===== config.mk =====
export PLATFORM = sky130hd
export DESIGN_NAME = isdu
export DESIGN_NICKNAME = d
export VERILOG_FILES = /design/src/include/slc3_consts.svh /design/src/design/isa_pkg.sv /design/src/design/control_pkg.sv /design/src/design/isdu.sv
export SDC_FILE = /design/constraint.sdc
export NUM_CORES = 1
export LEC_CHECK = 0
export BUFFER_PORTS_ARGS = -buffer_cell sky130_fd_sc_hd__buf_2
export CORE_MARGIN = 10
export CORE_UTILIZATION = 30
export DETAILED_ROUTE_END_ITERATION = 10
export PLACE_DENSITY = 0.63
export SYNTH_ARGS = -nofsm -noshare
export SYNTH_HDL_FRONTEND = slang
export SYNTH_SLANG_ARGS = --single-unit

===== constraint.sdc =====
create_clock -name Clk -period 3.8 [get_ports Clk]
set_input_delay 0 -clock Clk [delete_from_list [all_inputs] [get_ports Clk]]
set_output_delay 0 -clock Clk [all_outputs]
set_load 0.05 [all_outputs]

===== src/include/slc3_consts.svh =====
`ifndef SLC3_CONSTS_SVH
`define SLC3_CONSTS_SVH

// Data word width
`define SLC3_WIDTH 16

// Memory is 2**SLC3_ADDR_BITS words
`define SLC3_ADDR_BITS 8

`define SLC3_REGS 8

// Low 12 bits of a PAUSE instruction
`define SLC3_LED_BITS 12

`endif


===== src/design/isa_pkg.sv =====
package isa_pkg;

	// Only the opcodes this core executes
	typedef enum logic [3:0] {
		OpBr    = 4'b0000,
		OpAdd   = 4'b0001,
		OpJsr   = 4'b0100,
		OpAnd   = 4'b0101,
		OpLdr   = 4'b0110,
		OpStr   = 4'b0111,
		OpNot   = 4'b1001,
		OpJmp   = 4'b1100,
		OpPause = 4'b1101
	} opcodeE;

endpackage


===== src/design/control_pkg.sv =====
package control_pkg;

	typedef enum logic [4:0] {
		Halted, PauseIR1, PauseIR2,
		S00, S01, S04, S05, S06, S07, S09, S12,
		S16_1, S16_2, S16_3,
		S18, S21, S22, S23,
		S25_1, S25_2, S27,
		S32, S33_1, S33_2, S35
	} stateE;

	typedef enum logic [1:0] {Add, And, Not, PassA} aluOpE;

	typedef enum logic [1:0] {PcInc, PcBus, PcAdder} pcSelE;

	// Second adder operand
	typedef enum logic [1:0] {Addr2Zero, Addr2Off6, Addr2Off9, Addr2Off11} addr2SelE;

endpackage


===== src/design/isdu.sv =====
`timescale 1ns/10ps

module isdu (
	input logic Clk,
	input logic rstN,
	input logic Run,
	input logic Continue,
	input isa_pkg::opcodeE Opcode,
	input logic Ir5,
	input logic Ir11,
	input logic Ben,
	output logic LdMar,
	output logic LdMdr,
	output logic LdIr,
	output logic LdBen,
	output logic LdCc,
	output logic LdReg,
	output logic LdPc,
	output logic LdLed,
	output logic GatePc,
	output logic GateMdr,
	output logic GateAlu,
	output logic GateMarmux,
	output control_pkg::pcSelE PcMux,
	output logic DrMux,
	output logic Sr1Mux,
	output logic Sr2Mux,
	output logic Addr1Mux,
	output control_pkg::addr2SelE Addr2Mux,
	output control_pkg::aluOpE Aluk,
	output logic MemOe,
	output logic MemWe
);
	import isa_pkg::*;
	import control_pkg::*;

	stateE state;
	stateE nextState;

	always_ff @(posedge Clk or negedge rstN)
	begin
		if (!rstN)
			state <= Halted;
		else
			state <= nextState;
	end

	always_comb
	begin
		nextState = state;
		case (state)
			Halted: if (Run) nextState = S18;
			PauseIR1: if (Continue) nextState = PauseIR2;
			PauseIR2: if (!Continue) nextState = S18;
			S18: nextState = S33_1;
			S33_1: nextState = S33_2;
			S33_2: nextState = S35;
			S35: nextState = S32;
			S32:
				case (Opcode)
					OpBr: nextState = S00;
					OpAdd: nextState = S01;
					OpJsr: nextState = S04;
					OpAnd: nextState = S05;
					OpLdr: nextState = S06;
					OpStr: nextState = S07;
					OpNot: nextState = S09;
					OpJmp: nextState = S12;
					OpPause: nextState = PauseIR1;
					default: nextState = S18; // Unsupported, skip it
				endcase
			S00: nextState = Ben ? S22 : S18;
			S04: nextState = S21;
			S06: nextState = S25_1;
			S25_1: nextState = S25_2;
			S25_2: nextState = S27;
			S07: nextState = S23;
			S23: nextState = S16_1;
			S16_1: nextState = S16_2;
			S16_2: nextState = S16_3;
			default: nextState = S18; // Single-cycle execute states
		endcase
	end

	always_comb
	begin
		LdMar = 1'b0;
		LdMdr = 1'b0;
		LdIr = 1'b0;
		LdBen = 1'b0;
		LdCc = 1'b0;
		LdReg = 1'b0;
		LdPc = 1'b0;
		LdLed = 1'b0;
		GatePc = 1'b0;
		GateMdr = 1'b0;
		GateAlu = 1'b0;
		GateMarmux = 1'b0;
		PcMux = PcInc;
		DrMux = 1'b0;
		Sr1Mux = 1'b0;
		Sr2Mux = 1'b0;
		Addr1Mux = 1'b0;
		Addr2Mux = Addr2Zero;
		Aluk = Add;
		MemOe = 1'b1;
		MemWe = 1'b1;
		case (state)
			PauseIR1, PauseIR2: LdLed = 1'b1;
			S18:
			begin
				GatePc = 1'b1;
				LdMar = 1'b1;
				LdPc = 1'b1;
			end
			S33_1: MemOe = 1'b0;
			S33_2, S25_2:
			begin
				MemOe = 1'b0;
				LdMdr = 1'b1; // Data valid on second read cycle
			end
			S25_1: MemOe = 1'b0;
			S35:
			begin
				GateMdr = 1'b1;
				LdIr = 1'b1;
			end
			S32: LdBen = 1'b1;
			S01, S05, S09:
			begin
				Sr1Mux = 1'b1;
				Sr2Mux = Ir5;
				Aluk = (state == S01) ? Add : (state == S05) ? And : Not;
				GateAlu = 1'b1;
				LdReg = 1'b1;
				LdCc = 1'b1;
			end
			S04:
			begin
				GatePc = 1'b1;
				DrMux = 1'b1; // Return address into R7
				LdReg = 1'b1;
			end
			S21:
			begin
				Addr2Mux = Addr2Off11;
				PcMux = PcAdder;
				LdPc = 1'b1;
			end
			S22:
			begin
				Addr2Mux = Addr2Off9;
				PcMux = PcAdder;
				LdPc = 1'b1;
			end
			S12:
			begin
				Sr1Mux = 1'b1;
				Addr1Mux = 1'b1;
				PcMux = PcAdder;
				LdPc = 1'b1;
			end
			S06, S07:
			begin
				Sr1Mux = 1'b1;
				Addr1Mux = 1'b1;
				Addr2Mux = Addr2Off6;
				GateMarmux = 1'b1;
				LdMar = 1'b1;
			end
			S27:
			begin
				GateMdr = 1'b1;
				LdReg = 1'b1;
				LdCc = 1'b1;
			end
			S23:
			begin
				Aluk = PassA; // SR from IR[11:9]
				GateAlu = 1'b1;
				LdMdr = 1'b1;
			end
			S16_1, S16_2, S16_3: MemWe = 1'b0;
			default: ;
		endcase
	end
endmodule


# After elaboration in Yosys (flattened, before gate mapping)
# Memories as Yosys holds them, arrays and structs flattened.
# Index checks and enable logic that the tools add are counted.
# totals
regBits,5
rom_bits,64
inputBits,11
out_inout_bits,24
elab_cells,75
n_memories,1
# classes
eq_ne,27
n_mux,28
n_reduce_logical,18
# memory_table
memory,depth,word_bits,rd,rd_ports_with_merged_regs,wr,line_no,rtl
(no name shown),16,4,1,0,0,isdu.sv:60,case (Opcode)
# op_table
cell,count
$pmux 5 s17,1
$eq 5x5->1 const B,9
$eq 5x4->1 const B,8
$eq 5x3->1 const B,4
$mux 5,4
$mux 1,18
$reduce_or 3->1,6
$reduce_or 4->1,4
$eq 5x2->1 const B,2
$reduce_or 2->1,4
$mux 2,3
$ne 2x2->1 const B,3
$pmux 2 s3,1
$reduce_or 6->1,1
$eq 5x1->1 const B,1
$logic_not 5->1,1
$reduce_or 5->1,1
$pmux 2 s2,1
$reduce_and 3->1,1

# Depth between registers and ports, before layout
# Gate-level depths: netlist of run 1.
# depth
word_depth,4
depth_mapped,7
mapped_depth_nobuf,7

# Worst setup path before layout of run 1
# Ideal clock, no wire load.
# synth_timing
path_type,register to output
start,register state[1]
end,output Addr2Mux[1]
t_arrival_ns,2.272
required_time_ns,3.800
path_slack_ns,1.528
path_stages_with_launch,4
path_buffers,1
path_cell_list,dfrtp_1 -> buf_2 -> inv_2 -> o41ai_1
# synth_via
elab_chain_len,3
elab_cells_between_ends,6
cone_classes,eq/ne: 4; mux: 1; reduce/logical: 1
# synth_lines
item,line_no,rtl
start: declaration,isdu.sv:37,stateE state;
start signal: assignment,isdu.sv:43,state <= Halted;
start signal: assignment,isdu.sv:45,state <= nextState;
$eq 5x4->1 / $eq 5x3->1 (equally long branches),isdu.sv:108,case (state)
$reduce_or 2->1,n/a,
$pmux 2 s3 *,isdu.sv:108,
end: declaration,isdu.sv:29,"output control_pkg::addr2SelE Addr2Mux,"
# Every way passes the cells marked *; elsewhere a longest branch is shown, timed or not.

# Final worst setup path of run 1
# layout_timing
start,register state[2]
end,output LdReg
# layout_via
elab_chain_len,3
elab_cells_between_ends,7
cone_classes,eq/ne: 5; mux: 1; reduce/logical: 1
# layout_lines
item,line_no,rtl
"$eq 5x3->1, or another cell as far along",isdu.sv:108,
$reduce_or 5->1 (no source line) *,n/a,
$mux 1 *,isdu.sv:108,
end: declaration,isdu.sv:17,"output logic LdReg,"
# Marked as above.

==> results of run 1 <==
[how the worst min path moves through the flow]
stage                          end  slack, ps
after floorplan           state[0]       -300
after global placement    state[4]       -180
after detailed placement  state[2]       -180
after CTS                 state[2]        110
after global routing      state[4]        130
final                     state[4]        110
[power by group through the flow]
| stage | registers, µW | logic (µW) | clock network (µW) |
|---|---|---|---|
| 2_1_floorplan | 95.5 | 845 | 0 |
| 3_3_place_gp | 218 | 888 | 0 |
| 3_5_place_dp | 215 | 888 | 0 |
| 4_1_cts | 215 | 892 | 62.9 |
| 5_1_grt | 233 | 964 | 65.3 |
| 6_report | 218 | 884 | 59.3 |
[kinds of logic after synthesis]
kind of cell	after synthesis	share of synthesized area, %
buffers and inverters	17	8.64
other	1	0.370
DFF	5	12.3
adders and majority gates	6	7.41
AOI/OAI and AO/OA	49	34.2
and+or+nand+nor	68	34.0
muxes	1	2.22
xor gates and xnor gates	1	0.864
[cell usage in the layout (no fill, tap or decap), types with 3 or more instances in the layout]
| cell | instances |
|---|---|
| o21ai_1 | 6 |
| a21oi_1 | 11 |
| inv_2 | 3 |
| buf_2 | 32 |
| nand2b_1 | 5 |
| dfrtp_1 | 5 |
| clkbuf_4 | 3 |
| nand2_1 | 17 |
| nor2b_1 | 6 |
| o21ai_0 | 8 |
| nor3_1 | 7 |
| nor2_1 | 20 |
| ha_1 | 6 |
| inv_1 | 3 |
[per-stage QoR]
step / hold WS (ps) / power, µW / area (µm²) / utilization (%) / worst slack (ps)
floorplan: -296 / 940 / 1010 / - / 1530
global placement: -184 / 1110 / 1170 / 35.2 / 1900
detailed placement: -179 / 1100 / 1170 / 35.2 / 1900
CTS: 106 / 1170 / 1200 / 36.3 / 1690
global route: 125 / 1260 / 1200 / 36.3 / 1540
finish: 106 / 1160 / 1200 / 36.3 / 1700
[cell type report]
cell class                 instances  area, µm²
inverter                           6       22.5
sequential                         5        125
fill                             391       2110
multi-input combinational        126        801
clock buffer                       4       26.3
tap                               46       57.6
timing repair buffer              33        170
[repair_timing]
item | 4_1_cts | 5_1_grt
setup endpoints to repair | 0 | 0
hold buffers | 1 | 0
hold endpoints to repair | 5 | 0
[routing by layer]
layer  up-vias  GRT usage (%)  share of wire [%]
li1        582              -                  -
met1       492           12.4                 47
met2        22           14.8                 47
met5         -              0                  0
met3         0           2.62                5.7
met4         0           2.69                  0
==> impl_metrics.toml, run 1 <==
[yosys]
ys_ff_latch = 5
synth.avg_cell_area_um2 = 6.85
syn_inst = 148
synth_common_cells = "nor2_1, nand2_1, a21oi_1, o21ai_0, nor3_1"
synth_most_common_cell = "nor2_1"
synth_async_sr_flop_share_pct = 100
synthFlopType = "dfrtp_1"
syn-cell-area_um2 = 1010
yosys.area.top_type = "dfrtp_1"
synth_cell_types = 51
yosysSeqAreaShare_pct = 12.3
synth_nets = 165
synth-edff-count = 0
yosysTopAreaCellShare_pct = 12.3
yosysWarnings = 0
synthTopCellsByArea = "dfrtp_1, ha_1, nor2_1, nand2_1, a21oi_1"

[critical_path]
rrSetupSlack_ps = 1860
end_kind = "output pin"
critPathMaxFanout = 20
cp.arrival_ps = 2100
r2r_end = "state[3]"
cp.required_ps = 3800
cp_num_buf_inv = 2
r2r-start = "state[4]"
worstSetupEndpoint = "LdReg"
path_depth = 6
start_kind = "flop"
crit_family = "flip-flops"
critPathKind = "reg -> out"
slowest_delay_ps = 750
path_cells = "inv_2 -> nor3_1 -> a31oi_2 -> o21ai_1 -> or2_1 -> buf_2"
reg2reg_depth = 5
crit_start = "state[2]"
cpMaxStageDelayCell = "dfrtp_1"

[clocking]
cts-resized-gates = 0
root_buffer = "clkbuf_4"
cts-htree-levels = 1
post_cts_buffers = 0
cts_buffer_depth = 2
insertion_delay_ps = 240
cts_sinks = 5
cts_tree = "yes"
cts.reportedPaths.clkPinSlew_ps = 40
cts_buffers = 3

[placed_design]
portBuffers = 32
dp.cells = 215
gp_congestion = 0.882
dpl.hpwl_um = 2300

[pwr]
p_per_area_nw_per_um2 = 966
leakage_uw = 0.000536
intPower_uw = 375
p_switching_uw = 787
p_sw_share_pct = 67.7
power_frac_seq_pct = 18.8
pwr-share-comb_pct = 76.1
ir_worst_vdd_mv = 0.273
clkPwrFrac_pct = 5.1

[job]
cap_violations = 0

[timing]
period_minus_slack_ps = 2100
relSlewSlack_pct = 48.2
setup-violations-final = 0
rsz0062_at_grt = "no"
clock_skew_ps = 2.09
fin_crit_sh_pct = 55.3
tightest_slew_ps = 777
drv_slew = 0
hold_viol_final = 0
finalSetupTns_ps = 0
fmax_mhz = 476

[drt]
wl_um = 2990
drcViolationCount = 0
via_count = 1096
firstDrtPassIters = 4
final_antenna_net_count = 0
viasPerCell = 4.98
wire_per_inst_um = 13.6
drt_iter0_drc = 135

[final_layout]
largest_register_ffs = 5
drive_above_1_share_pct = 29.3
fin_nets = 192
top_regs = "state x5"
antenna_cells = 0
final_cells = 220
area_delta_synth_final_pct = 18.6
regMostFlops = "state"

[floorplan]
die_w_um = 78.1
dieArea_um2 = 6100
start_util_pct = 30.6
die_h_um = 78.1
core_um2 = 3310
fp-row-count = 21
top_level_ports = 35

[global_routing]
grt_overflow = 0
grt_pass1_wl_um = 5080
antenna_found_initial = 0
first_global_vias = 1083
grt_usage_pct = 9.49
grt_max_degree = 26

[outcome]
status = "finished, final reports clean"

[min_path]
hold_class = "in -> async"
No activity file was read; power rests on OpenSTA's default activity.
==> inputs of run 2 (changes only) <==
clock period = 1.95 ns   (was 3.8 ns; I/O delays follow)
==> impl_metrics.toml, run 2 (synthesized netlist as in run 1, its figures left out) <==
[global_routing]
grt_max_degree = 15
first_global_vias = 1082
grt_pass1_wl_um = 5110
grt_usage_pct = 9.75
antenna_found_initial = 0
grt_overflow = 0

[timing]
hold_slack_ps = 96.7
period_minus_slack_ps = 1840
clock_skew_ps = 0.0870
setup-violations-final = 0
rsz0062_at_grt = "no"
fin_crit_sh_pct = 94.2
setup_ws_ps = 112
drv_slew = 0
hold_viol_final = 0
fmax_mhz = 544

[min_path]
hold_class = "in -> async"

[critical_path]
rrSetupSlack_ps = 310
critPathKind = "reg -> out"
cp.arrival_ps = 1840
crit_start = "state[3]"
critPathMaxFanout = 10
start_kind = "flop"
end_kind = "output pin"
r2r-start = "state[0]"
cp.required_ps = 1950

[pwr]
pwr-share-comb_pct = 82.2
power_frac_seq_pct = 12.9
clkPwrFrac_pct = 4.9
leakage_uw = 0.000585
p_switching_uw = 1590
ir_worst_vdd_mv = 0.387
intPower_uw = 850
p_sw_share_pct = 65.2
p_per_area_nw_per_um2 = 1870

[drt]
viasPerCell = 5.23
drcViolationCount = 0
drt_iter0_drc = 74
via_count = 1193
wire_per_inst_um = 13.5
wl_um = 3090
final_antenna_net_count = 0
firstDrtPassIters = 4

[job]
cap_violations = 0

[final_layout]
drive_above_1_share_pct = 37.4
area_delta_synth_final_pct = 28.8
layout_commonest_cell = "buf_2"
antenna_cells = 0
regMostFlops = "state"
most-common-layout-cells = "buf_2, nor2_1, nand2_1"
fin_nets = 200
largest_register_ffs = 5
top_regs = "state x5"

[clocking]
cts_buffer_depth = 2
cts_sinks = 5
cts-htree-levels = 1
root_buffer = "clkbuf_4"
cts.reportedPaths.clkPinSlew_ps = 40
cts_tree = "yes"
cts_buffers = 3
post_cts_buffers = 0
insertion_delay_ps = 240

[placed_design]
dpl.hpwl_um = 2500
pre_cts_ws_ps = 283
gp_congestion = 0.878
portBuffers = 32

[outcome]
status = "finished, final reports clean"

[floorplan]
top_level_ports = 35
die_h_um = 78.1
fp-row-count = 21
start_util_pct = 30.6
core_um2 = 3310
die_w_um = 78.1
dieArea_um2 = 6100
## run 2: layer usage
layer	track usage, %	vias up	routed length (µm)
met3	2.62	6	249
met1	11.7	540	1350
met5	0	-	0
li1	-	599	-
met4	3.76	0	44
met2	16.2	48	1440
## run 2: stage by stage
step	total power, µW	cell area (µm²)	cells	utilization, %	TNS (ps)
after global placement	2300	1260	223	37.9	0
after floorplan	1870	1040	148	-	-148
after CTS	2430	1290	228	39.0	0
after detailed placement	2300	1260	223	37.9	0
final	2440	1310	228	39.4	0
after global routing	2640	1310	228	39.4	0
## run 2: timing repair
action	CTS	global route
gates resized for setup	0	9
hold buffers	1	0
endpoints found under the setup margin	0	8
endpoints found under the hold margin	5	0
## run 2: worst paths after layout
check | end | depth (start not counted)
hold / removal | state[3] | 2
min in group Clk | state[1] | 3
hold reg to reg | state[0] | 1
setup reg to reg | state[1] | 5
max in group asynchronous | state[1] | 2
setup / recovery | Addr2Mux[1] | 6
## run 2: layout make-up
type / count / area (µm²)
Sequential cell: 5 / 128
Multi-Input combinational cell: 126 / 833
Clock buffer: 4 / 26.3
Timing Repair Buffer: 41 / 238
Fill cell: 385 / 2010
Tap cell: 46 / 57.6
Inverter: 6 / 22.5
## run 2: worst max-delay path: stages, from the launching register on
cell     delay, ps
dfrtp_1        440
buf_4          210
inv_2          140
nand3_1        160
or2_2          340
o41ai_2         60
buf_4          250
## run 2: power by group through the flow
stage / clock network [µW] / registers (µW) / logic [µW]
finish: 119 / 316 / 2010
global route: 137 / 334 / 2170
detailed placement: 0 / 309 / 1990
floorplan: 0 / 186 / 1680
CTS: 125 / 309 / 2000
global placement: 0 / 313 / 1980
