File: src/include/slc3_consts.svh
`ifndef SLC3_CONSTS_SVH
`define SLC3_CONSTS_SVH

// Data word width
`define SLC3_WIDTH 16

// Memory is 2**SLC3_ADDR_BITS words
`define SLC3_ADDR_BITS 8

`define SLC3_REGS 8

// Low 12 bits of a PAUSE instruction
`define SLC3_LED_BITS 12

`endif

File: src/design/isa_pkg.sv
package isa_pkg;

	// Only the opcodes this core executes
	typedef enum logic [3:0] {
		OpBr    = 4'b0000,
		OpAdd   = 4'b0001,
		OpJsr   = 4'b0100,
		OpAnd   = 4'b0101,
		OpLdr   = 4'b0110,
		OpStr   = 4'b0111,
		OpNot   = 4'b1001,
		OpJmp   = 4'b1100,
		OpPause = 4'b1101
	} opcodeE;

endpackage

File: src/design/control_pkg.sv
package control_pkg;

	typedef enum logic [4:0] {
		Halted, PauseIR1, PauseIR2,
		S00, S01, S04, S05, S06, S07, S09, S12,
		S16_1, S16_2, S16_3,
		S18, S21, S22, S23,
		S25_1, S25_2, S27,
		S32, S33_1, S33_2, S35
	} stateE;

	typedef enum logic [1:0] {Add, And, Not, PassA} aluOpE;

	typedef enum logic [1:0] {PcInc, PcBus, PcAdder} pcSelE;

	// Second adder operand
	typedef enum logic [1:0] {Addr2Zero, Addr2Off6, Addr2Off9, Addr2Off11} addr2SelE;

endpackage

File: src/design/datapath.sv
`timescale 1ns/10ps
`include "slc3_consts.svh"

module datapath (
	input logic Clk,
	input logic rstN,
	input logic LdMar,
	input logic LdMdr,
	input logic LdIr,
	input logic LdBen,
	input logic LdCc,
	input logic LdReg,
	input logic LdPc,
	input logic LdLed,
	input logic GatePc,
	input logic GateMdr,
	input logic GateAlu,
	input logic GateMarmux,
	input control_pkg::pcSelE PcMux,
	input logic DrMux,
	input logic Sr1Mux,
	input logic Sr2Mux,
	input logic Addr1Mux,
	input control_pkg::addr2SelE Addr2Mux,
	input control_pkg::aluOpE Aluk,
	input logic MemOe,
	input logic [`SLC3_WIDTH-1:0] MemRdData,
	output logic [`SLC3_ADDR_BITS-1:0] Mar,
	output logic [`SLC3_WIDTH-1:0] Mdr,
	output isa_pkg::opcodeE Opcode,
	output logic Ir5,
	output logic Ir11,
	output logic Ben,
	output logic [`SLC3_LED_BITS-1:0] Led
);
	import isa_pkg::*;
	import control_pkg::*;

	localparam int W = `SLC3_WIDTH;
	localparam int RegIdxBits = $clog2(`SLC3_REGS);

	logic [W-1:0] pc;
	logic [W-1:0] ir;
	logic [W-1:0] bus;
	logic [W-1:0] sr1Val;
	logic [W-1:0] aluB;
	logic [W-1:0] aluOut;
	logic [W-1:0] addr2Val;
	logic [W-1:0] adderOut;
	logic [W-1:0] pcNext;
	logic [W-1:0] regFile [`SLC3_REGS];
	logic [RegIdxBits-1:0] drIdx;
	logic [2:0] nzp;

	assign drIdx = DrMux ? RegIdxBits'(7) : ir[11:9];
	assign sr1Val = regFile[Sr1Mux ? ir[8:6] : ir[11:9]];
	assign aluB = Sr2Mux ? W'($signed(ir[4:0])) : regFile[ir[2:0]];

	always_comb
	begin
		case (Aluk)
			Add: aluOut = sr1Val + aluB;
			And: aluOut = sr1Val & aluB;
			Not: aluOut = ~sr1Val;
			default: aluOut = sr1Val;
		endcase
		case (Addr2Mux)
			Addr2Off6: addr2Val = W'($signed(ir[5:0]));
			Addr2Off9: addr2Val = W'($signed(ir[8:0]));
			Addr2Off11: addr2Val = W'($signed(ir[10:0]));
			default: addr2Val = '0;
		endcase
		adderOut = (Addr1Mux ? sr1Val : pc) + addr2Val;
	end

	always_comb
	begin
		case (PcMux)
			PcBus: pcNext = bus;
			PcAdder: pcNext = adderOut;
			default: pcNext = pc + W'(1);
		endcase
	end

	// At most one gate is active per state
	assign bus = ({W{GatePc}} & pc) | ({W{GateMdr}} & Mdr) |
		({W{GateAlu}} & aluOut) | ({W{GateMarmux}} & adderOut);

	always_ff @(posedge Clk or negedge rstN)
	begin
		if (!rstN)
		begin
			pc <= '0;
			ir <= '0;
			Mar <= '0;
			nzp <= '0;
			Ben <= 1'b0;
			Led <= '0;
		end
		else
		begin
			if (LdPc) pc <= pcNext;
			if (LdIr) ir <= bus;
			if (LdMar) Mar <= bus[`SLC3_ADDR_BITS-1:0];
			if (LdCc) nzp <= {bus[W-1], bus == '0, !bus[W-1] && bus != '0};
			if (LdBen) Ben <= |(ir[11:9] & nzp);
			if (LdLed) Led <= ir[`SLC3_LED_BITS-1:0];
		end
	end

	always_ff @(posedge Clk)
	begin
		if (LdMdr) Mdr <= MemOe ? bus : MemRdData; // Memory while reading
		if (LdReg) regFile[drIdx] <= bus;
	end

	assign Opcode = opcodeE'(ir[15:12]);
	assign Ir5 = ir[5];
	assign Ir11 = ir[11];
endmodule

File: config.mk
export PLATFORM = sky130hd
export DESIGN_NAME = datapath
export DESIGN_NICKNAME = d
export VERILOG_FILES = /design/src/design/isa_pkg.sv /design/src/design/control_pkg.sv /design/src/design/datapath.sv
export VERILOG_INCLUDE_DIRS = /design/src /design/src/include
export SDC_FILE = /design/constraint.sdc
export NUM_CORES = 1
export LEC_CHECK = 0
export ABC_AREA = 0
export BUFFER_PORTS_ARGS = -buffer_cell sky130_fd_sc_hd__buf_2
export CAP_MARGIN = 20
export CORE_MARGIN = 8
export CORE_UTILIZATION = 35
export DETAILED_ROUTE_END_ITERATION = 12
export PLACE_DENSITY_LB_ADDON = 0.1
export SYNTH_ARGS = -nofsm -noshare
export SYNTH_HDL_FRONTEND = slang
export SYNTH_SLANG_ARGS = --single-unit
File: constraint.sdc
create_clock -name Clk -period 13.93 [get_ports Clk]
set_input_delay 2.786 -clock Clk [delete_from_list [all_inputs] [get_ports Clk]]
set_output_delay 2.786 -clock Clk [all_outputs]
set_load 0.05 [all_outputs]
After elaboration in Yosys (flattened, before gate mapping)
Memories as Yosys holds them, arrays and structs flattened.
Cells that the tools add are included.
{"block": "op_classes", "n_addsub": 3, "n_eq_ne": 7, "n_mux": 10, "bitwise_logic": 10, "n_reduce_logical": 6}
{"op": "16-bit case mux with 3 select lines", "count": 2}
{"op": "16-bit bitwise AND", "count": 5}
{"op": "16-bit 2-to-1 mux", "count": 3}
{"op": "16-bit OR", "count": 3}
{"op": "16-bit adder", "count": 2}
{"op": "16-bit case mux with 2 select lines", "count": 1}
{"op": "16-bit by 1-bit adder with 16-bit output, second input constant", "count": 1}
{"op": "16-bit logical NOT", "count": 1}
{"op": "16-bit inverter", "count": 1}
{"op": "16-bit nonzero test", "count": 1}
{"op": "2-bit equality test, second input constant", "count": 4}
{"op": "2-bit by 1-bit equality test with 1-bit output, second input constant", "count": 3}
{"op": "3-bit 2-to-1 mux", "count": 2}
{"op": "3-bit bitwise AND", "count": 1}
{"op": "3-bit OR reduction", "count": 1}
{"op": "2-bit logical NOT", "count": 1}
{"op": "1-bit 2-to-1 mux", "count": 2}
{"op": "1-bit logical AND", "count": 1}
{"op": "1-bit logical NOT", "count": 1}
{"block": "totals", "reg_bits": 72, "ram_bits": 128, "inputBits": 41, "wordCells": 44, "n_memories": 1}
{"name": "regFile", "words": 8, "width": 16, "rd": 2, "rd_clocked_by_memory_dff": 0, "wr": 1, "line": "datapath.sv:51", "text": "logic [W-1:0] regFile [`SLC3_REGS];"}

Longest topological paths before layout
Gate-level depths: netlist of the first run.
An unclocked memory read counts as a cell.
{"block": "depth", "ltp_word": 9, "depth_mapped": 21, "ltp_nobuf": 18}

Least setup slack after synthesis of the first run
Ideal clock, no wire load.
{"block": "synth_path", "kind": "input -> register", "startpoint": "input Sr1Mux", "endpoint": "register nzp[1]", "setup_time_ns": 0.096, "arrival_time_ns": 6.949, "t_required_ns": 13.834, "slack_ns": 6.885, "cell_stages": 16, "path_buffers": 1, "cell_sequence": "buf_6 mux2_4 mux2_1 a22o_1 a21o_1 ha_1 fa_1 a211o_1 a2111oi_2 o221ai_1 xnor2_1 o21ai_0 nand2_1 nand4_1 or4_4 o32ai_2"}
{"block": "synth_between", "elab_chain_cells": 8}
{"element": "start: declaration", "line": "datapath.sv:21", "text": "input logic Sr1Mux,"}
{"element": "3-bit 2-to-1 mux *", "line": "datapath.sv:56", "text": "assign sr1Val = regFile[Sr1Mux ? ir[8:6] : ir[11:9]];"}
{"element": "memory 8 x 16 bit *"}
{"element": "16-bit adder, or another cell as far along", "line": "datapath.sv:62", "text": "Add: aluOut = sr1Val + aluB;"}
{"element": "16-bit case mux with 3 select lines", "line": "datapath.sv:61", "text": "case (Aluk)"}
{"element": "16-bit bitwise AND", "line": "datapath.sv:87", "text": "({W{GateAlu}} & aluOut) | ({W{GateMarmux}} & adderOut);"}
{"element": "16-bit OR", "line": "datapath.sv:86", "text": "assign bus = ({W{GatePc}} & pc) | ({W{GateMdr}} & Mdr) |"}
{"element": "16-bit OR *", "line": "datapath.sv:87"}
{"element": "via bus[10]", "line": "datapath.sv:44", "text": "logic [W-1:0] bus;"}
{"element": "16-bit logical NOT *", "line": "datapath.sv:105", "text": "if (LdCc) nzp <= {bus[W-1], bus == '0, !bus[W-1] && bus != '0};"}
{"element": "end signal: assignment", "line": "datapath.sv:105"}
{"element": "end: declaration", "line": "datapath.sv:53", "text": "logic [2:0] nzp;"}
The timed path passes the listed nets; every way through them passes the cells marked *.
A chain may end at the register's enable or synchronous reset.

Final worst setup path of the first run
{"block": "layout_path", "startpoint": "input Sr1Mux", "endpoint": "memory regFile[0][12] (netlist name), data pin"}
{"block": "layout_between", "elab_chain_cells": 7}
{"element": "3-bit 2-to-1 mux *", "line": "datapath.sv:56"}
{"element": "memory 8 x 16 bit *"}
{"element": "16-bit adder, or another cell as far along", "line": "datapath.sv:62"}
{"element": "16-bit case mux with 3 select lines", "line": "datapath.sv:61"}
{"element": "16-bit bitwise AND", "line": "datapath.sv:87"}
{"element": "16-bit OR", "line": "datapath.sv:86"}
{"element": "16-bit OR *", "line": "datapath.sv:87"}
{"element": "via bus[12]", "line": "datapath.sv:44"}
{"element": "end: declaration", "line": "datapath.sv:51"}
Marked as above.

==> impl_metrics.csv, run 1 <==
group,metric,value,unit
synthesis,synth_area_leaders,"edfxtp_1 (35%), dfrtp_1 (11%), mux4_2 (6.3%)",
clock_network,root_buffer,"clkbuf_16",
pwr,total_power,3.75,mW
routing,drt-initial-drc-count,1018,
pwr,power_frac_seq,26.4,%
synthesis,synth_area,0.0125,sq mm
pwr,p_leak,5.07,nW
pwr,p_per_area,270,mW/mm^2
clock_network,htree_num_levels,4,
synthesis,synth-edff-count,144,
pwr,switching_share,48.6,%
place,gp_congestion,0.874,
synthesis,synth_top_cell_area_share,34.7,%
layout,seq_area,0.00573,sq mm
floorplanning,core_area,0.0353,sq mm
clock_network,cts_sinks,200,
job,drv_cap,0,
pwr,power_frac_clock,13.0,%
synthesis,ys_ff_latch,200,
clock_network,cts_resized,0,
routing,wire_per_inst,26.0,microns
pwr,combPwrFrac,60.6,%
floorplanning,die_y,205,microns
clock_network,clock_path_buffers,2,
timing,timing.slew.headroom,9.97,%
critical_path,cp-start-kind,"input pin",
floorplanning,placementRows,69,
synthesis,yosys_warnings,0,
timing,fmax,0.121,GHz
routing,viasPerCell,5.86,
clock_network,cts.clk_slew.worst_paths,0.07,ns
routing,postRouteAntennaNets,0,
global_routing,track_usage,21.0,%
run_status,status,"completed",
min_path,hold_path.class,"flip-flop to flip-flop",
timing,skew,0.0173,ns
timing,setup_viol,0,
critical_path,required,14.02,ns
min_path,min_path_cells,1,
place,dp.cells,1657,
routing,num_vias,9911,
routing,drcViolationCount,0,
timing,whs,0.506,ns
global_routing,antenna_found_initial,1,
timing,period_needed,8.27,ns
place,io_buffers,83,
layout,multi_input_area,0.00626,sq mm
global_routing,globalRouteOverflowTotal,0,
synthesis,synth_cell_type_count,90,
critical_path,path_max_fanout,24,
layout,n_antenna_cell,0,
timing,timing.final.crit_share,59.4,%
clock_network,cts_tree,"built",
layout,layout.nets,1293,
synthesis,seq_area_frac_synth,45.9,%
layout,syn2layout_area_growth,11.2,%
floorplanning,ios,84,
clock_network,hold_buffers,0,
layout,fillers,3495,
synthesis,synth_cells,1166,
floorplanning,fp.dieArea,0.0419,sq mm
layout,fin_area,0.0139,sq mm
clock_network,post_cts_buffers,0,
routing,wl,44000,microns
routing,drt_pass1_iterations,6,
floorplanning,die_w,205,microns
floorplanning,initial_core_util,35.3,%
synthesis,syn_nets,1243,
synthesis,yosysMostFrequentCell,"edfxtp_1",
timing,rsz0062_at_grt,"no",
pwr,peakVddDrop,0.137,mV
critical_path,end_kind,"flip-flop",
synthesis,synth_common_cells,"edfxtp_1 (144), nor2_1 (110), a21oi_1 (103)",
place,dpl_cell_area,0.0133,sq mm
timing,worstMarginPinSlew,1.35,ns
place,dp_hpwl,31500,microns
critical_path,criticalPathCategory,"input pin to flip-flop",
synthesis,avgSynthCellArea,10.7,sq um
global_routing,grt_first_pass_wirelength,65100,microns
synthesis,async_reset_ff_share,28.0,%
timing,maxSlewViolCount,0,
global_routing,grt_pass1_vias,9874,
synthesis,synth_top_area_cell,"edfxtp_1",
timing,finalSetupTns,0,ns
pwr,p_switching,1.82,mW
critical_path,rr_worst_depth,15,
layout,final_layout_size_suffix_gt1_share,20.2,%
timing,final_hold_viol_count,0,
clock_network,cts_buffers,17,
synthesis,synth_flop_cell,"edfxtp_1",
critical_path,critical_path_arrival,8.36,ns
layout,instances_no_fill,1690,
global_routing,grt_max_degree,57,
clock_network,clk_latency,0.46,ns
pwr,p_int,1.93,mW
==> sequential cells by signal, summed over array words and instances (netlist names) <==
register	cells
ir	16
Mar	8
regFile	128
Led	12
pc	16
Mdr	16
nzp	3
Ben	1
==> metrics by stage <==
stage / util [%] / setup WS [ns]
finish: 39.3 / 5.66
global route: 39.3 / 5.29
CTS: 39.3 / 5.74
detailed placement: 37.7 / 5.20
global placement: 37.7 / 5.28
floorplan: - / 6.89
==> power groups by stage <==
stage	registers, mW	logic (mW)	clock network (mW)
after floorplan	1.08	1.51	0
after global placement	0.996	2.25	0
after detailed placement	0.998	2.25	0
after CTS	0.986	2.27	0.500
after global routing	1.01	2.46	0.519
final	0.988	2.27	0.489
==> routing by layer <==
| layer | global-route usage (%) | wire length [microns] | vias up |
|---|---|---|---|
| li1 | - | - | 4565 |
| met4 | 5.22 | 638 | 2 |
| met1 | 29.1 | 20300 | 4982 |
| met5 | 0 | 12 | - |
| met3 | 3.61 | 2480 | 36 |
| met2 | 33.6 | 20600 | 326 |
==> cell families (layout without fill, tap and decap cells) <==
family          Yosys count  count (layout)  share of synthesized area [%]
compound gates          355             355                           19.4
xor+xnor                 21              21                           1.47
fa+ha+maj                36              36                           3.73
buf+inv                 122             185                           4.29
flops                   200             200                           45.9
mux                     113             113                           13.2
simple gates            319             319                           12.0
==> critical path, stage by stage <==
cell	delay (ns)
buf_2	0.37
mux2i_4	0.39
buf_4	0.41
and2_4	0.21
o221ai_2	0.08
a222oi_1	0.75
ha_1	0.42
o21a_1	0.17
a2111oi_2	0.45
o221ai_1	0.31
a21o_1	0.25
a21oi_1	0.18
xnor2_1	0.08
a221oi_1	1.11
inv_1	0.36
==> cells in the final DEF, fill, tap and decap left out, drive strengths merged, types with 15 or more instances in the layout <==
cell type  count
mux4          36
dfrtp         56
o21ai         65
mux2          36
nor2b         34
a21oi        104
mux2i         41
clkbuf        19
ha            34
buf          105
a211oi        29
nand2         94
xnor2         19
nand3         21
o21a          15
a22oi         15
inv           51
nor2         111
edfxtp       144
==> path summary, 6_finish.rpt <==
kind	end	slack, ns	from
max	regFile[0][12]$_DFFE_PP_	5.66	Sr1Mux
min	Led[9]$_DFFE_PN0P_	0.51	Led[9]$_DFFE_PN0P_
max reg2reg	regFile[0][12]$_DFFE_PP_	7.59	ir[9]$_DFFE_PN0P_
min reg2reg	Led[9]$_DFFE_PN0P_	0.51	Led[9]$_DFFE_PN0P_
max in group asynchronous	ir[0]$_DFFE_PN0P_	10.86	rstN
min in group asynchronous	pc[13]$_DFFE_PN0P_	2.45	rstN
==> area by class of cell <==
type | count | area share (%)
multi-input cells | 844 | 45.1
clock buffers | 19 | 3.12
inverters | 48 | 1.30
clock inverters | 13 | 0.857
well taps | 461 | 4.16
repair buffers | 105 | 4.17
flip-flops and latches | 200 | 41.3
Note: power is estimated with default switching activity, not from simulation.
==> run 2: changes to the inputs <==
ABC_AREA = 1   (was 0)
clock period = 7.23 ns   (was 13.93 ns; I/O delays follow)
==> impl_metrics.csv, run 2 <==
group,metric,value,unit
timing,skew,0.0133,ns
critical_path,r2r-end,"pc[14]$_DFFE_PN0P_",
pwr,p_leak,6.22,nW
synthesis,async_reset_ff_share,28.0,%
clock_network,cts_tree,"built",
routing,viasPerCell,5.45,
pwr,peakVddDrop,0.210,mV
clock_network,cts_buffers,17,
critical_path,end_kind,"flip-flop",
layout,largest_register_ffs,128,
layout,top_register,"regFile",
min_path,hold_path.class,"flip-flop to flip-flop",
synthesis,avgSynthCellArea,7.77,sq um
layout,syn2layout_area_growth,10.8,%
synthesis,synth_cell_type_count,48,
synthesis,synth_flop_cell,"edfxtp_1",
layout,layout.nets,1780,
layout,multi_input_area,0.00610,sq mm
synthesis,synth_common_cells,"nand2_1 (437), nand3_1 (188), inv_1 (165)",
routing,drt-initial-drc-count,1140,
min_path,min_to,"ir[13]$_DFFE_PN0P_",
synthesis,seq_area_frac_synth,44.3,%
routing,wl,48400,microns
critical_path,required,7.56,ns
global_routing,grt_pass1_vias,12000,
routing,num_vias,11900,
routing,postRouteAntennaNets,0,
critical_path,rrSetupSlack,2.36,ns
pwr,p_per_area,390,mW/mm^2
floorplanning,core_area,0.0364,sq mm
place,dp.cells,2150,
critical_path,crit_top_cell,"nand2_1",
critical_path,path_max_fanout,42,
place,gp_congestion,0.914,
layout,fillers,3783,
timing,maxSlewViolCount,0,
global_routing,track_usage,22.5,%
global_routing,grt_first_pass_wirelength,74400,microns
synthesis,synth_top_cell_area_share,33.5,%
layout,final_common_cell,"nand2_1",
job,drv_cap,0,
synthesis,synth_area,0.0129,sq mm
critical_path,startpoint,"Sr1Mux",
global_routing,grt_max_degree,69,
clock_network,root_buffer,"clkbuf_16",
routing,drt_pass1_iterations,6,
critical_path,rr_worst_depth,24,
timing,final_hold_viol_count,0,
synthesis,syn_nets,1739,
routing,wire_per_inst,22.2,microns
clock_network,cts.clk_slew.worst_paths,0.08,ns
timing,timing.final.crit_share,77.6,%
critical_path,max_stage_delay,0.51,ns
floorplanning,placementRows,70,
critical_path,cp-start-kind,"input pin",
critical_path,r2r_start,"ir[9]$_DFFE_PN0P_",
timing,period_needed,5.61,ns
synthesis,synth-edff-count,144,
layout,instances_no_fill,2186,
clock_network,cts_resized,0,
global_routing,antenna_found_initial,2,
routing,wl_met2,22100,microns
routing,topRoutingLayerUsed,"met4",
synthesis,synth_area_leaders,"edfxtp_1 (33%), nand2_1 (13%), dfrtp_1 (11%)",
clock_network,clk_latency,0.46,ns
place,io_buffers,83,
min_path,min_path_cells,2,
synthesis,yosys_warnings,0,
critical_path,critical_path_arrival,5.94,ns
min_path,hold_path.startpoint,"ir[13]$_DFFE_PN0P_",
critical_path,criticalPathCategory,"input pin to flip-flop",
routing,wl_met1,22300,microns
clock_network,clock_path_buffers,2,
timing,setup_viol,0,
clock_network,cts_sinks,200,
routing,drcViolationCount,0,
timing,timing.slew.headroom,31.8,%
layout,seq_area,0.00573,sq mm
floorplanning,die_w,208,microns
synthesis,synth_top_area_cell,"edfxtp_1",
clock_network,hold_buffers,0,
timing,fmax,0.178,GHz
floorplanning,initial_core_util,35.4,%
floorplanning,die_y,208,microns
synthesis,ys_ff_latch,200,
timing,rsz0062_at_grt,"no",
global_routing,globalRouteOverflowTotal,0,
layout,layout_common_cells,"nand2_1 (437), nand3_1 (188), inv_1 (164), o21ai_0 (154), edfxtp_1 (144)",
synthesis,synth_cells,1662,
synthesis,yosysMostFrequentCell,"nand2_1",
layout,final_layout_size_suffix_gt1_share,12.8,%
run_status,status,"completed",
timing,finalSetupTns,0,ns
clock_network,post_cts_buffers,0,
place,dp_hpwl,34600,microns
routing,wl_met3,2390,microns
timing,worstMarginPinSlew,1.02,ns
floorplanning,ios,84,
floorplanning,fp.dieArea,0.0433,sq mm
critical_path,worst_path_max_delay_cell,"nand2_2",
clock_network,htree_num_levels,4,
[run 2: how the worst max path moves through the flow]
stage                              end  slack (ns)  depth (start not counted)
detailed placement  pc[14]$_DFFE_PN0P_        1.20                         26
global placement    pc[14]$_DFFE_PN0P_        1.33                         26
finish              pc[14]$_DFFE_PN0P_        1.62                         26
CTS                 pc[14]$_DFFE_PN0P_        1.69                         26
global route        pc[14]$_DFFE_PN0P_        1.39                         26
floorplan           pc[14]$_DFFE_PN0P_        2.74                         24
[run 2: cell families (layout without fill, tap and decap cells)]
family	Yosys count	after routing	synth area share, %
adder cells (fa/ha/maj)	36	36	3.60
AND/OR/NAND/NOR	823	823	27.9
buffers and inverters	261	315	8.61
flip-flops	200	200	44.3
XOR/XNOR	19	19	1.29
other	0	2	0
AO/OA/AOI/OAI	323	323	14.2
[run 2: routing by layer]
metal | vias up | track usage [%]
met5 | - | 0
met3 | 74 | 3.04
met2 | 406 | 36.6
li1 | 5678 | -
met4 | 0 | 8.52
met1 | 5748 | 30.1
[run 2: cell type report]
| type | count | area share (%) |
|---|---|---|
| multi-input combinational | 1201 | 42.6 |
| sequential | 200 | 40.0 |
| inverter | 176 | 4.63 |
| timing repair buffer | 107 | 4.39 |
| tap | 468 | 4.09 |
| clock buffer | 20 | 3.12 |
| clock inverter | 12 | 1.11 |
| antenna | 2 | 0.0350 |
[run 2: through the flow]
step           total power [mW]  area (sq um)  hold WS (ns)  setup slack [ns]  util (%)
2_1_floorplan              3.66         12900         0.449              2.74         -
5_1_grt                    5.97         14300         0.527              1.39      39.3
3_5_place_dp               4.54         13700         0.476              1.20      37.5
6_report                   5.57         14300         0.495              1.62      39.3
3_3_place_gp               4.54         13700         0.475              1.33      37.5
4_1_cts                    5.56         14300         0.493              1.69      39.2
[run 2: where the power goes]
part           switching (mW)  total [mW]  internal, mW
registers               0.122        1.62          1.50
logic                    2.12        2.94         0.819
clock network           0.481        1.01         0.532
total                    2.72        5.57          2.85
[run 2: worst max-delay path: cells and delay by family]
kind / cells / cell delay (ns)
buffers and inverters: 4 / 0.61
AO/OA/AOI/OAI: 6 / 1.27
AND/OR/NAND/NOR: 14 / 1.89
adder cells (fa/ha/maj): 2 / 0.70
==> run 3: changes to the inputs <==
clock period = 4.9 ns   (was 7.23 ns; I/O delays follow)
==> impl_metrics.csv, run 3 (synthesis gave the netlist of run 2 again) <==
group,metric,value,unit
global_routing,track_usage,23.2,%
clock_network,clk_latency,0.47,ns
place,dp_hpwl,37800,microns
floorplanning,die_w,208,microns
routing,drt-initial-drc-count,1214,
clock_network,root_buffer,"clkbuf_16",
timing,setup_viol,0,
pwr,total_power,8.57,mW
timing,rsz0062_at_grt,"no",
timing,maxSlewViolCount,0,
place,dp.cells,2195,
clock_network,htree_num_levels,4,
pwr,p_leak,6.45,nW
routing,viasPerCell,5.43,
global_routing,globalRouteOverflowTotal,0,
pwr,p_per_area,583,mW/mm^2
floorplanning,initial_core_util,35.4,%
routing,num_vias,12100,
critical_path,required,5.26,ns
clock_network,hold_buffers,0,
timing,period_needed,4.40,ns
layout,n_antenna_cell,0,
clock_network,cts.clk_slew.worst_paths,0.08,ns
layout,instances_no_fill,2227,
layout,layout.nets,1823,
place,pre_cts_slack,0.0558,ns
timing,timing.slew.headroom,41.3,%
timing,final_hold_viol_count,0,
critical_path,rrSetupSlack,0.56,ns
floorplanning,ios,84,
timing,timing.final.crit_share,89.7,%
global_routing,grt_max_degree,36,
routing,drcViolationCount,0,
job,drv_cap,0,
min_path,hold_path.class,"flip-flop to flip-flop",
pwr,peakVddDrop,0.276,mV
layout,largest_register_ffs,128,
clock_network,clock_path_buffers,2,
timing,finalSetupTns,0,ns
clock_network,cts_buffers,17,
clock_network,cts_resized,0,
floorplanning,core_area,0.0364,sq mm
routing,wl,50300,microns
layout,layout_common_cells,"nand2_1 (437), nand3_1 (188), inv_1 (164), o21ai_0 (154), edfxtp_1 (144)",
timing,setup_ws,0.504,ns
global_routing,antenna_found_initial,0,
critical_path,end_kind,"flip-flop",
layout,final_common_cell,"nand2_1",
critical_path,criticalPathCategory,"input pin to flip-flop",
place,gp_congestion,0.952,
critical_path,critical_path_arrival,4.76,ns
place,io_buffers,83,
clock_network,cts_sinks,200,
global_routing,grt_pass1_vias,12100,
critical_path,path_max_fanout,9,
floorplanning,die_y,208,microns
clock_network,cts_tree,"built",
floorplanning,fp.dieArea,0.0433,sq mm
clock_network,post_cts_buffers,0,
floorplanning,placementRows,70,
timing,skew,0.0193,ns
run_status,status,"completed",
routing,drt_pass1_iterations,6,
layout,top_register,"regFile",
layout,utilization,40.3,%
routing,postRouteAntennaNets,0,
layout,final_layout_size_suffix_gt1_share,15.0,%
timing,fmax,0.227,GHz
critical_path,cp-start-kind,"input pin",
layout,syn2layout_area_growth,13.7,%
timing,worstMarginPinSlew,0.881,ns
routing,wire_per_inst,22.6,microns
global_routing,grt_first_pass_wirelength,76400,microns
==> run 3: worst max-delay path, stage by stage <==
cell,delay [ns]
buf_2,0.19
o21ai_2,0.40
buf_4,0.26
buf_4,0.15
nand3_1,0.10
nand3_2,0.12
nand2_2,0.12
nand2_1,0.07
o21ai_0,0.08
ha_1,0.39
a21oi_1,0.38
o21ai_0,0.19
a21oi_1,0.23
nand3_1,0.12
nand3_1,0.10
nand2_1,0.10
a21oi_2,0.33
nand2_1,0.11
nor2_2,0.13
nand3_2,0.08
nand3_1,0.09
nand2_1,0.05
==> run 3: per-layer routing <==
metal | vias to the layer above | GRT usage (%) | wire, microns | part of all wire (%)
met5 | - | 0 | 0 | 0
met4 | 0 | 6.66 | 1140 | 2.3
met3 | 54 | 3.71 | 2780 | 5.5
li1 | 5745 | - | - | -
met1 | 5906 | 31.8 | 23300 | 46
met2 | 396 | 37.5 | 23000 | 46
==> run 3: cell type report <==
cell class | instances | area [sq um]
Multi-Input combinational cell | 1201 | 6100
Sequential cell | 200 | 5730
Clock buffer | 17 | 425
Fill cell | 3782 | 21700
Clock inverter | 15 | 199
Inverter | 176 | 663
Timing Repair Buffer | 150 | 988
Tap cell | 468 | 586
==> run 3: per-stage QoR <==
stage	hold WS, ns	instance area, sq um
after floorplan	0.449	12900
after global placement	0.468	14100
after detailed placement	0.478	14100
after CTS	0.499	14700
after global routing	0.522	14700
final	0.491	14700
==> run 3: report_power, final <==
part / switching (mW) / internal (mW) / leakage [nW] / total (mW)
Combinational: 3.24 / 1.39 / 4.19 / 4.63
Clock: 0.785 / 0.747 / 0.306 / 1.53
Sequential: 0.192 / 2.21 / 1.95 / 2.41
==> run 3: worst paths after layout <==
| kind | startpoint | end | cells after the start |
|---|---|---|---|
| worst max-delay path | Sr1Mux | nzp[0]$_DFFE_PN0P_ | 22 |
| worst min-delay path | ir[12]$_DFFE_PN0P_ | ir[12]$_DFFE_PN0P_ | 2 |
| worst max register to register | ir[10]$_DFFE_PN0P_ | nzp[0]$_DFFE_PN0P_ | 22 |
| worst min register to register | ir[12]$_DFFE_PN0P_ | ir[12]$_DFFE_PN0P_ | 2 |
| max in group asynchronous | rstN | Led[10]$_DFFE_PN0P_ | 2 |
| min in group asynchronous | rstN | Mar[0]$_DFFE_PN0P_ | 1 |
